<file path="src/common/icache_pkg.sv">
`default_nettype none

package icache_pkg;

    // Address and line geometry
    localparam int ADDR_WIDTH  = 32;
    localparam int LINE_BYTES  = 8;
    localparam int OFFSET_BITS = $clog2(LINE_BYTES);
    localparam int LINE_WIDTH  = 64;
    localparam int WORD_WIDTH  = 32;

    // Tag zero means no tag
    localparam int TAG_WIDTH = 4;

    // Line number is the address without its byte offset
    localparam int LINE_BITS = ADDR_WIDTH - OFFSET_BITS;

    // Picks the instruction word inside a line
    localparam int WORD_SEL_BIT = 2;

    // Word at byte address A is A with the upper half inverted
    localparam logic [WORD_WIDTH-1:0] RULE_INVERT_MASK = 32'hFFFF_0000;
    localparam int                    RULE_INVERT_LSB  = 16;

    typedef enum logic {
        PF_IDLE,
        PF_WALK
    } prefetch_state_t;

endpackage

`default_nettype wire
</file>
<file path="src/design/icache_subsystem.sv">
`timescale 1ns/1ps
`default_nettype none

module icache_subsystem #(
    parameter int CACHE_LINES    = 16,
    parameter int MSHR_ENTRIES   = 4,
    parameter int PREFETCH_DEPTH = 2
) (
    input  wire                                             clock,
    input  wire                                             reset,

    // Fetch ports with slot 0 as the older instruction
    input  wire  [1:0]                                      read_valid,
    input  wire  [1:0][icache_pkg::ADDR_WIDTH-1:0]          read_addr,
    output logic [1:0]                                      hit,
    output logic [1:0][icache_pkg::WORD_WIDTH-1:0]          hit_data,

    // Memory
    output logic                                            mem_req_valid,
    output logic [icache_pkg::ADDR_WIDTH-1:0]               mem_req_addr,
    input  wire                                             mem_req_accepted,
    input  wire  [icache_pkg::TAG_WIDTH-1:0]                req_tag,
    input  wire  [icache_pkg::LINE_WIDTH-1:0]               mem_data,
    input  wire  [icache_pkg::TAG_WIDTH-1:0]                mem_data_tag
);

    logic [icache_pkg::ADDR_WIDTH-1:0] snoop_addr;
    logic                              in_cache;
    logic                              in_flight;
    logic                              full;
    logic                              fill_valid;
    logic [icache_pkg::ADDR_WIDTH-1:0] fill_addr;

    prefetcher #(
        .PREFETCH_DEPTH (PREFETCH_DEPTH)
    ) prefetcher_inst (
        .clock            (clock),
        .reset            (reset),
        .read_valid       (read_valid),
        .hit              (hit),
        .read_addr        (read_addr),
        .in_cache         (in_cache),
        .in_flight        (in_flight),
        .full             (full),
        .mem_req_accepted (mem_req_accepted),
        .snoop_addr       (snoop_addr),
        .mem_req_valid    (mem_req_valid),
        .mem_req_addr     (mem_req_addr)
    );

    miss_tracker #(
        .MSHR_ENTRIES (MSHR_ENTRIES)
    ) miss_tracker_inst (
        .clock            (clock),
        .reset            (reset),
        .snoop_addr       (snoop_addr),
        .mem_req_valid    (mem_req_valid),
        .mem_req_accepted (mem_req_accepted),
        .req_tag          (req_tag),
        .mem_data_tag     (mem_data_tag),
        .in_flight        (in_flight),
        .full             (full),
        .fill_valid       (fill_valid),
        .fill_addr        (fill_addr)
    );

    // Returned data goes straight into the array
    icache_array #(
        .CACHE_LINES (CACHE_LINES)
    ) icache_array_inst (
        .clock      (clock),
        .reset      (reset),
        .read_valid (read_valid),
        .read_addr  (read_addr),
        .snoop_addr (snoop_addr),
        .fill_valid (fill_valid),
        .fill_addr  (fill_addr),
        .fill_data  (mem_data),
        .hit        (hit),
        .hit_data   (hit_data),
        .in_cache   (in_cache)
    );

endmodule

`default_nettype wire

</file>
<file path="src/design/miss_tracker.sv">
`timescale 1ns/1ps
`default_nettype none

module miss_tracker #(
    parameter int MSHR_ENTRIES = 4
) (
    input  wire                                  clock,
    input  wire                                  reset,

    input  wire  [icache_pkg::ADDR_WIDTH-1:0]    snoop_addr,
    output logic                                 in_flight,
    output logic                                 full,

    input  wire                                  mem_req_valid,
    input  wire                                  mem_req_accepted,
    input  wire  [icache_pkg::TAG_WIDTH-1:0]     req_tag,

    input  wire  [icache_pkg::TAG_WIDTH-1:0]     mem_data_tag,
    output logic                                 fill_valid,
    output logic [icache_pkg::ADDR_WIDTH-1:0]    fill_addr
);

    localparam int LB    = icache_pkg::LINE_BITS;
    localparam int IDX_W = (MSHR_ENTRIES > 1) ? $clog2(MSHR_ENTRIES) : 1;

    logic [MSHR_ENTRIES-1:0]         ent_valid;
    logic [icache_pkg::TAG_WIDTH-1:0] ent_tag  [MSHR_ENTRIES];
    logic [LB-1:0]                   ent_line [MSHR_ENTRIES];

    logic                    alloc;
    logic [IDX_W-1:0]        alloc_idx;
    logic [MSHR_ENTRIES-1:0] snoop_match;
    logic [MSHR_ENTRIES-1:0] ret_match;
    logic [LB-1:0]           ret_line;
    logic [LB-1:0]           snoop_line;

    assign alloc      = mem_req_valid && mem_req_accepted;
    assign snoop_line = snoop_addr[icache_pkg::ADDR_WIDTH-1:icache_pkg::OFFSET_BITS];

    // Scan from the top so the lowest free entry wins
    always_comb begin
        alloc_idx = '0;
        for (int i = MSHR_ENTRIES - 1; i >= 0; i--) begin
            if (!ent_valid[i]) begin
                alloc_idx = IDX_W'(i);
            end
        end
    end

    always_comb begin
        ret_line = '0;
        for (int i = 0; i < MSHR_ENTRIES; i++) begin
            snoop_match[i] = ent_valid[i] && (ent_line[i] == snoop_line);
            ret_match[i]   = ent_valid[i] && (mem_data_tag != '0)
                             && (ent_tag[i] == mem_data_tag);
            if (ret_match[i]) begin
                ret_line = ent_line[i];
            end
        end
    end

    assign in_flight  = |snoop_match;
    assign full       = &ent_valid;
    assign fill_valid = |ret_match;
    assign fill_addr  = {ret_line, {icache_pkg::OFFSET_BITS{1'b0}}};

    // An entry being freed is never the one being allocated
    always_ff @(posedge clock) begin
        if (reset) begin
            ent_valid <= '0;
        end else begin
            for (int i = 0; i < MSHR_ENTRIES; i++) begin
                if (ret_match[i]) begin
                    ent_valid[i] <= 1'b0;
                end
            end
            if (alloc) begin
                ent_valid[alloc_idx] <= 1'b1;
            end
        end
    end

    always_ff @(posedge clock) begin
        if (alloc) begin
            ent_tag[alloc_idx]  <= req_tag;
            ent_line[alloc_idx] <= snoop_line;
        end
    end

    // Prefetcher must hold off while the table has no room
    no_alloc_when_full_a: assert property (
        @(posedge clock) disable iff (reset)
        alloc |-> !full
    ) else $error("allocation while miss table full");

    // Memory hands out each outstanding tag once
    unique_return_a: assert property (
        @(posedge clock) disable iff (reset)
        $onehot0(ret_match)
    ) else $error("returned tag matches several entries");

endmodule

`default_nettype wire

</file>
<file path="src/design/prefetcher.sv">
`timescale 1ns/1ps
`default_nettype none

module prefetcher #(
    parameter int PREFETCH_DEPTH = 2
) (
    input  wire                                      clock,
    input  wire                                      reset,

    input  wire  [1:0]                               read_valid,
    input  wire  [1:0]                               hit,
    input  wire  [1:0][icache_pkg::ADDR_WIDTH-1:0]   read_addr,

    input  wire                                      in_cache,
    input  wire                                      in_flight,
    input  wire                                      full,
    input  wire                                      mem_req_accepted,

    output logic [icache_pkg::ADDR_WIDTH-1:0]        snoop_addr,
    output logic                                     mem_req_valid,
    output logic [icache_pkg::ADDR_WIDTH-1:0]        mem_req_addr
);

    localparam int LB    = icache_pkg::LINE_BITS;
    localparam int CNT_W = (PREFETCH_DEPTH > 0) ? $clog2(PREFETCH_DEPTH + 1) : 1;

    icache_pkg::prefetch_state_t state;

    logic [LB-1:0]    ptr;
    logic [LB-1:0]    base;
    logic [CNT_W-1:0] remaining;

    logic          miss_valid;
    logic [LB-1:0] miss_line;
    logic          in_window;
    logic          reload;
    logic          found;
    logic          step;

    // Oldest miss with slot 0 first
    always_comb begin
        miss_valid = 1'b0;
        miss_line  = '0;
        if (read_valid[0] && !hit[0]) begin
            miss_valid = 1'b1;
            miss_line  = read_addr[0][icache_pkg::ADDR_WIDTH-1:icache_pkg::OFFSET_BITS];
        end else if (read_valid[1] && !hit[1]) begin
            miss_valid = 1'b1;
            miss_line  = read_addr[1][icache_pkg::ADDR_WIDTH-1:icache_pkg::OFFSET_BITS];
        end
    end

    // Window covers the miss line and the PREFETCH_DEPTH lines after it
    assign in_window = (miss_line - base) <= LB'(PREFETCH_DEPTH);
    assign reload    = miss_valid && ((state == icache_pkg::PF_IDLE) || !in_window);

    assign found         = in_cache || in_flight;
    assign mem_req_valid = (state == icache_pkg::PF_WALK) && !found && !full;
    assign step          = (state == icache_pkg::PF_WALK)
                           && (found || (mem_req_valid && mem_req_accepted));

    assign snoop_addr   = {ptr, {icache_pkg::OFFSET_BITS{1'b0}}};
    assign mem_req_addr = snoop_addr;

    always_ff @(posedge clock) begin
        if (reset) begin
            state     <= icache_pkg::PF_IDLE;
            ptr       <= '0;
            base      <= '0;
            remaining <= '0;
        end else if (reload) begin
            state     <= icache_pkg::PF_WALK;
            ptr       <= miss_line;
            base      <= miss_line;
            remaining <= CNT_W'(PREFETCH_DEPTH);
        end else if (step) begin
            if (remaining == '0) begin
                state <= icache_pkg::PF_IDLE;
            end else begin
                ptr       <= ptr + 1'b1;
                remaining <= remaining - 1'b1;
            end
        end
    end

    // A pending request keeps its line until memory takes it or a new miss redirects the walk
    req_held_a: assert property (
        @(posedge clock) disable iff (reset)
        mem_req_valid && !mem_req_accepted && !reload
        |=> mem_req_valid && (mem_req_addr == $past(mem_req_addr))
    ) else $error("pending request dropped or changed address");

endmodule

`default_nettype wire

</file>
<file path="src/design/icache_array.sv">
`timescale 1ns/1ps
`default_nettype none

module icache_array #(
    parameter int CACHE_LINES = 16
) (
    input  wire                                      clock,
    input  wire                                      reset,

    input  wire  [1:0]                               read_valid,
    input  wire  [1:0][icache_pkg::ADDR_WIDTH-1:0]   read_addr,
    output logic [1:0]                               hit,
    output logic [1:0][icache_pkg::WORD_WIDTH-1:0]   hit_data,

    input  wire  [icache_pkg::ADDR_WIDTH-1:0]        snoop_addr,
    output logic                                     in_cache,

    input  wire                                      fill_valid,
    input  wire  [icache_pkg::ADDR_WIDTH-1:0]        fill_addr,
    input  wire  [icache_pkg::LINE_WIDTH-1:0]        fill_data
);

    localparam int IDX_BITS = $clog2(CACHE_LINES);
    localparam int IDX_LSB  = icache_pkg::OFFSET_BITS;
    localparam int TAG_LSB  = IDX_LSB + IDX_BITS;
    localparam int TAG_BITS = icache_pkg::ADDR_WIDTH - TAG_LSB;
    localparam int WW       = icache_pkg::WORD_WIDTH;

    logic [CACHE_LINES-1:0]            line_valid;
    logic [TAG_BITS-1:0]               line_tag  [CACHE_LINES];
    logic [icache_pkg::LINE_WIDTH-1:0] line_data [CACHE_LINES];

    logic [IDX_BITS-1:0]               rd_idx [2];
    logic [TAG_BITS-1:0]               rd_tag [2];
    logic [icache_pkg::LINE_WIDTH-1:0] rd_line [2];

    logic [IDX_BITS-1:0] snoop_idx;
    logic [TAG_BITS-1:0] snoop_tag;
    logic [IDX_BITS-1:0] fill_idx;
    logic [TAG_BITS-1:0] fill_tag;

    // Two fetch read ports
    always_comb begin
        for (int p = 0; p < 2; p++) begin
            rd_idx[p]  = read_addr[p][TAG_LSB-1:IDX_LSB];
            rd_tag[p]  = read_addr[p][icache_pkg::ADDR_WIDTH-1:TAG_LSB];
            rd_line[p] = line_data[rd_idx[p]];
            hit[p]     = read_valid[p] && line_valid[rd_idx[p]]
                         && (line_tag[rd_idx[p]] == rd_tag[p]);
            // Lower word sits at the lower address
            if (read_addr[p][icache_pkg::WORD_SEL_BIT]) begin
                hit_data[p] = rd_line[p][2*WW-1:WW];
            end else begin
                hit_data[p] = rd_line[p][WW-1:0];
            end
        end
    end

    // Same tag check for the line the prefetcher is looking at
    assign snoop_idx = snoop_addr[TAG_LSB-1:IDX_LSB];
    assign snoop_tag = snoop_addr[icache_pkg::ADDR_WIDTH-1:TAG_LSB];
    assign in_cache  = line_valid[snoop_idx] && (line_tag[snoop_idx] == snoop_tag);

    assign fill_idx = fill_addr[TAG_LSB-1:IDX_LSB];
    assign fill_tag = fill_addr[icache_pkg::ADDR_WIDTH-1:TAG_LSB];

    always_ff @(posedge clock) begin
        if (reset) begin
            line_valid <= '0;
        end else if (fill_valid) begin
            line_valid[fill_idx] <= 1'b1;
        end
    end

    // A fill replaces whatever line held this index
    always_ff @(posedge clock) begin
        if (fill_valid) begin
            line_tag[fill_idx]  <= fill_tag;
            line_data[fill_idx] <= fill_data;
        end
    end

    // Fill address comes from the miss table and must name a whole line
    fill_aligned_a: assert property (
        @(posedge clock) disable iff (reset)
        fill_valid |-> (fill_addr[icache_pkg::OFFSET_BITS-1:0] == '0)
    ) else $error("fill address not line aligned");

endmodule

`default_nettype wire

</file>
<file path="config.mk">
export PLATFORM = sky130hd
export DESIGN_NAME = icache_subsystem
export DESIGN_NICKNAME = d
export VERILOG_FILES = /design/src/common/icache_pkg.sv /design/src/design/icache_subsystem.sv /design/src/design/miss_tracker.sv /design/src/design/prefetcher.sv /design/src/design/icache_array.sv
export SDC_FILE = /design/constraint.sdc
export NUM_CORES = 2
export LEC_CHECK = 0
export BUFFER_PORTS_ARGS = -buffer_cell sky130_fd_sc_hd__buf_2
export CAP_MARGIN = 25
export CORE_ASPECT_RATIO = 1.75
export CORE_UTILIZATION = 44
export CTS_BUF_LIST = sky130_fd_sc_hd__clkbuf_16
export DETAILED_ROUTE_END_ITERATION = 8
export GPL_ROUTABILITY_DRIVEN = 0
export SETUP_SLACK_MARGIN = 0.15
export SLEW_MARGIN = 20
export SYNTH_ARGS = -nofsm -noshare
export SYNTH_HDL_FRONTEND = slang
export SYNTH_HIERARCHICAL = 1
export SYNTH_SLANG_ARGS = --single-unit
</file>
<file path="constraint.sdc">
create_clock -name clock -period 13.6 [get_ports clock]
set_input_delay 2.72 -clock clock [delete_from_list [all_inputs] [get_ports clock]]
set_output_delay 2.72 -clock clock [all_outputs]
set_load 0.005 [all_outputs]
</file>
==> impl_metrics.ini <==
[critical_path]
crit_type = in -> reg
cpPeakStageDelay_ps = 760
slowest_stage = mux2i_1
cp_common_cell = buf_4
critical_path.max_fanout = 51
cp-endpoint = prefetcher_inst/ptr[20]
r2r_cells = 25
rrSetupSlack_ps = 4850
critPathLaunch = read_addr[36]
crit_required_ps = 14240
rr_startpoint = icache_array_inst/line_tag[5][11]
end_kind = register
arrival_ps = 12100
r2r_end = prefetcher_inst/ptr[20]
worstSetupStartpointType = input port

[placed_design]
place.port_buffers = 232
dp.cells = 6963
place_hpwl_um = 163000
pre_cts_ws_ps = 1690
placed_area_um2 = 86800

[global_routing]
grt-busiest-layer = met2
grt_pass1_vias = 50755
grtUsageMet1 = 0.317
grt_overflow = 0
grt_pass1_wl_um = 373000
antenna_found_initial = 19
grt_use_met2 = 0.483
grt_max_degree = 129
grt.met3_usage = 0.0547
grt_usage = 0.280

[logic_synthesis]
ys_warn_count = 6
synth.avg_cell_area_um2 = 18.4
syn_area_um2 = 83000
syn_inst = 4519

[routing]
drtIter0Drc = 4747
via_per_inst = 6.65
wl_per_cell_um = 36.6
firstDrtPassIters = 6
num_vias = 48281
ant_nets = 0
drt-total-wl_um = 266000
drc_errors = 0

[pwr]
power_density_nw_per_um2 = 120
peakVddDrop_mv = 0.137
p_leak_nw = 28.1

[floorplan]
core-area_um2 = 187000
initial_core_util = 0.443
pin_count = 240
die_width_um = 330
die-area_um2 = 191000
die_h_um = 577
rows = 210

[run]
drv_cap = 0

[timing]
worst_slew_pin_slew_ps = 1120
fin_crit_sh = 0.843
finalSetupTns_ps = 0
skew_ps = 73.2
maxSlewViolCount = 0
finalWorstSetupSlack_ps = 2140
finalHoldViolCount = 0
setup_viol = 0
grt_setup_unrepaired = false
fin_crit_ps = 11460
slew_headroom = 0.229
max_clock_freq_mhz = 87.2

[cts]
numCtsBuffers = 164
clkSinkCount = 1637
tritoncts = built
clock_latency_ps = 840
clk_path_buf_depth = 4
cts_hold_buf = 0
post_cts_buffers = 0
cts_max_level = 4
clkTransAtPathRegs_ps = 60
cts_resized = 0
clk_root_buffer_cell = clkbuf_16

[layout]
design_area_um2 = 92100
finalNonFillerCells = 7264
area_growth_pct = 10.9
fin_util = 0.491
nets = 4865
multi_input_area_um2 = 32800
drive_gt1_frac = 0.353
seqCellArea_um2 = 48400
fillers = 15438

[outcome]
status = completed

[worst_hold_path]
hp-class = reg -> reg
[flip-flops by register name, indices dropped and copies added, names as in the netlist]
name                          cells
icache_array_inst/line_data    1024
icache_array_inst/line_tag      400
icache_array_inst/line_valid     16
miss_tracker_inst/ent_line      116
miss_tracker_inst/ent_tag        16
miss_tracker_inst/ent_valid       4
prefetcher_inst/base             29
prefetcher_inst/ptr              29
prefetcher_inst/remaining         2
prefetcher_inst/state             1
[power breakdown]
group | switching [mW] | total [mW] | leakage (nW) | internal [mW]
registers | 0.0476 | 5.57 | 13.9 | 5.52
logic | 0.632 | 1.08 | 11.6 | 0.449
clock network | 1.95 | 4.42 | 2.61 | 2.46
total | 2.63 | 11.1 | 28.1 | 8.43
[worst min-delay path by stage]
stage	start	endpoint	slack (ps)	cells after the start
after floorplan	prefetcher_inst/base[10]	prefetcher_inst/base[10]	440	2
after global placement	prefetcher_inst/base[3]	prefetcher_inst/base[3]	450	2
after detailed placement	prefetcher_inst/base[17]	prefetcher_inst/base[17]	460	2
after CTS	prefetcher_inst/base[17]	prefetcher_inst/base[17]	460	2
after global routing	prefetcher_inst/base[10]	prefetcher_inst/base[10]	480	2
final	prefetcher_inst/base[2]	prefetcher_inst/base[2]	460	2
[worst max-delay path, delay by kind of cell]
family	cells	cell delay [ps]
AOI/OAI and AO/OA	12	3350
and+or+nand+nor	4	1460
xor gates and xnor gates	2	650
muxes	2	1350
adders and majority gates	2	670
buffers and inverters	5	1790
[layer usage]
metal  vias up  part of all wire  wire length (um)
met1     25822              0.35             92200
met2      2207              0.51            135000
met3       720             0.069             18300
met4        24             0.075             19900
li1      19508                 -                 -
met5         -           0.00056               149
[layout by cell type, fill, tap and decap left out, types with 21 or more instances in the layout]
cell type and count:
a22o_1 33, ha_1 29, inv_1 107, mux2_2 72, nor2b_1 21, o21ai_0 48
nand2_1 132, dfxtp_1 77, a21oi_1 84, buf_4 111, clkinv_1 33, nor2_1 154
mux4_2 942, nand3_1 27, mux2i_1 144, clkinv_2 30, xnor2_1 103, a211oi_1 28
buf_2 225, edfxtp_1 1556, a21boi_1 37, nand4_1 41, clkbuf_16 166, a221oi_1 39
nor4_1 38, xor2_1 127
[cell type report]
| class | count | area share |
|---|---|---|
| timing repair buffer | 363 | 0.0265 |
| tap | 2438 | 0.0331 |
| clock inverter | 122 | 0.0101 |
| multi-input combinational | 2446 | 0.356 |
| inverter | 82 | 0.00340 |
| antenna | 10 | 0.000272 |
| clock buffer | 166 | 0.0451 |
| sequential | 1637 | 0.525 |
[per-stage QoR]
| stage | power, mW | hold WS [ps] |
|---|---|---|
| finish | 11.1 | 464 |
| global route | 11.3 | 481 |
| CTS | 11.1 | 465 |
| detailed placement | 6.74 | 456 |
| global placement | 6.74 | 448 |
| floorplan | 6.37 | 437 |
Note: power is estimated with default switching activity, not from simulation.
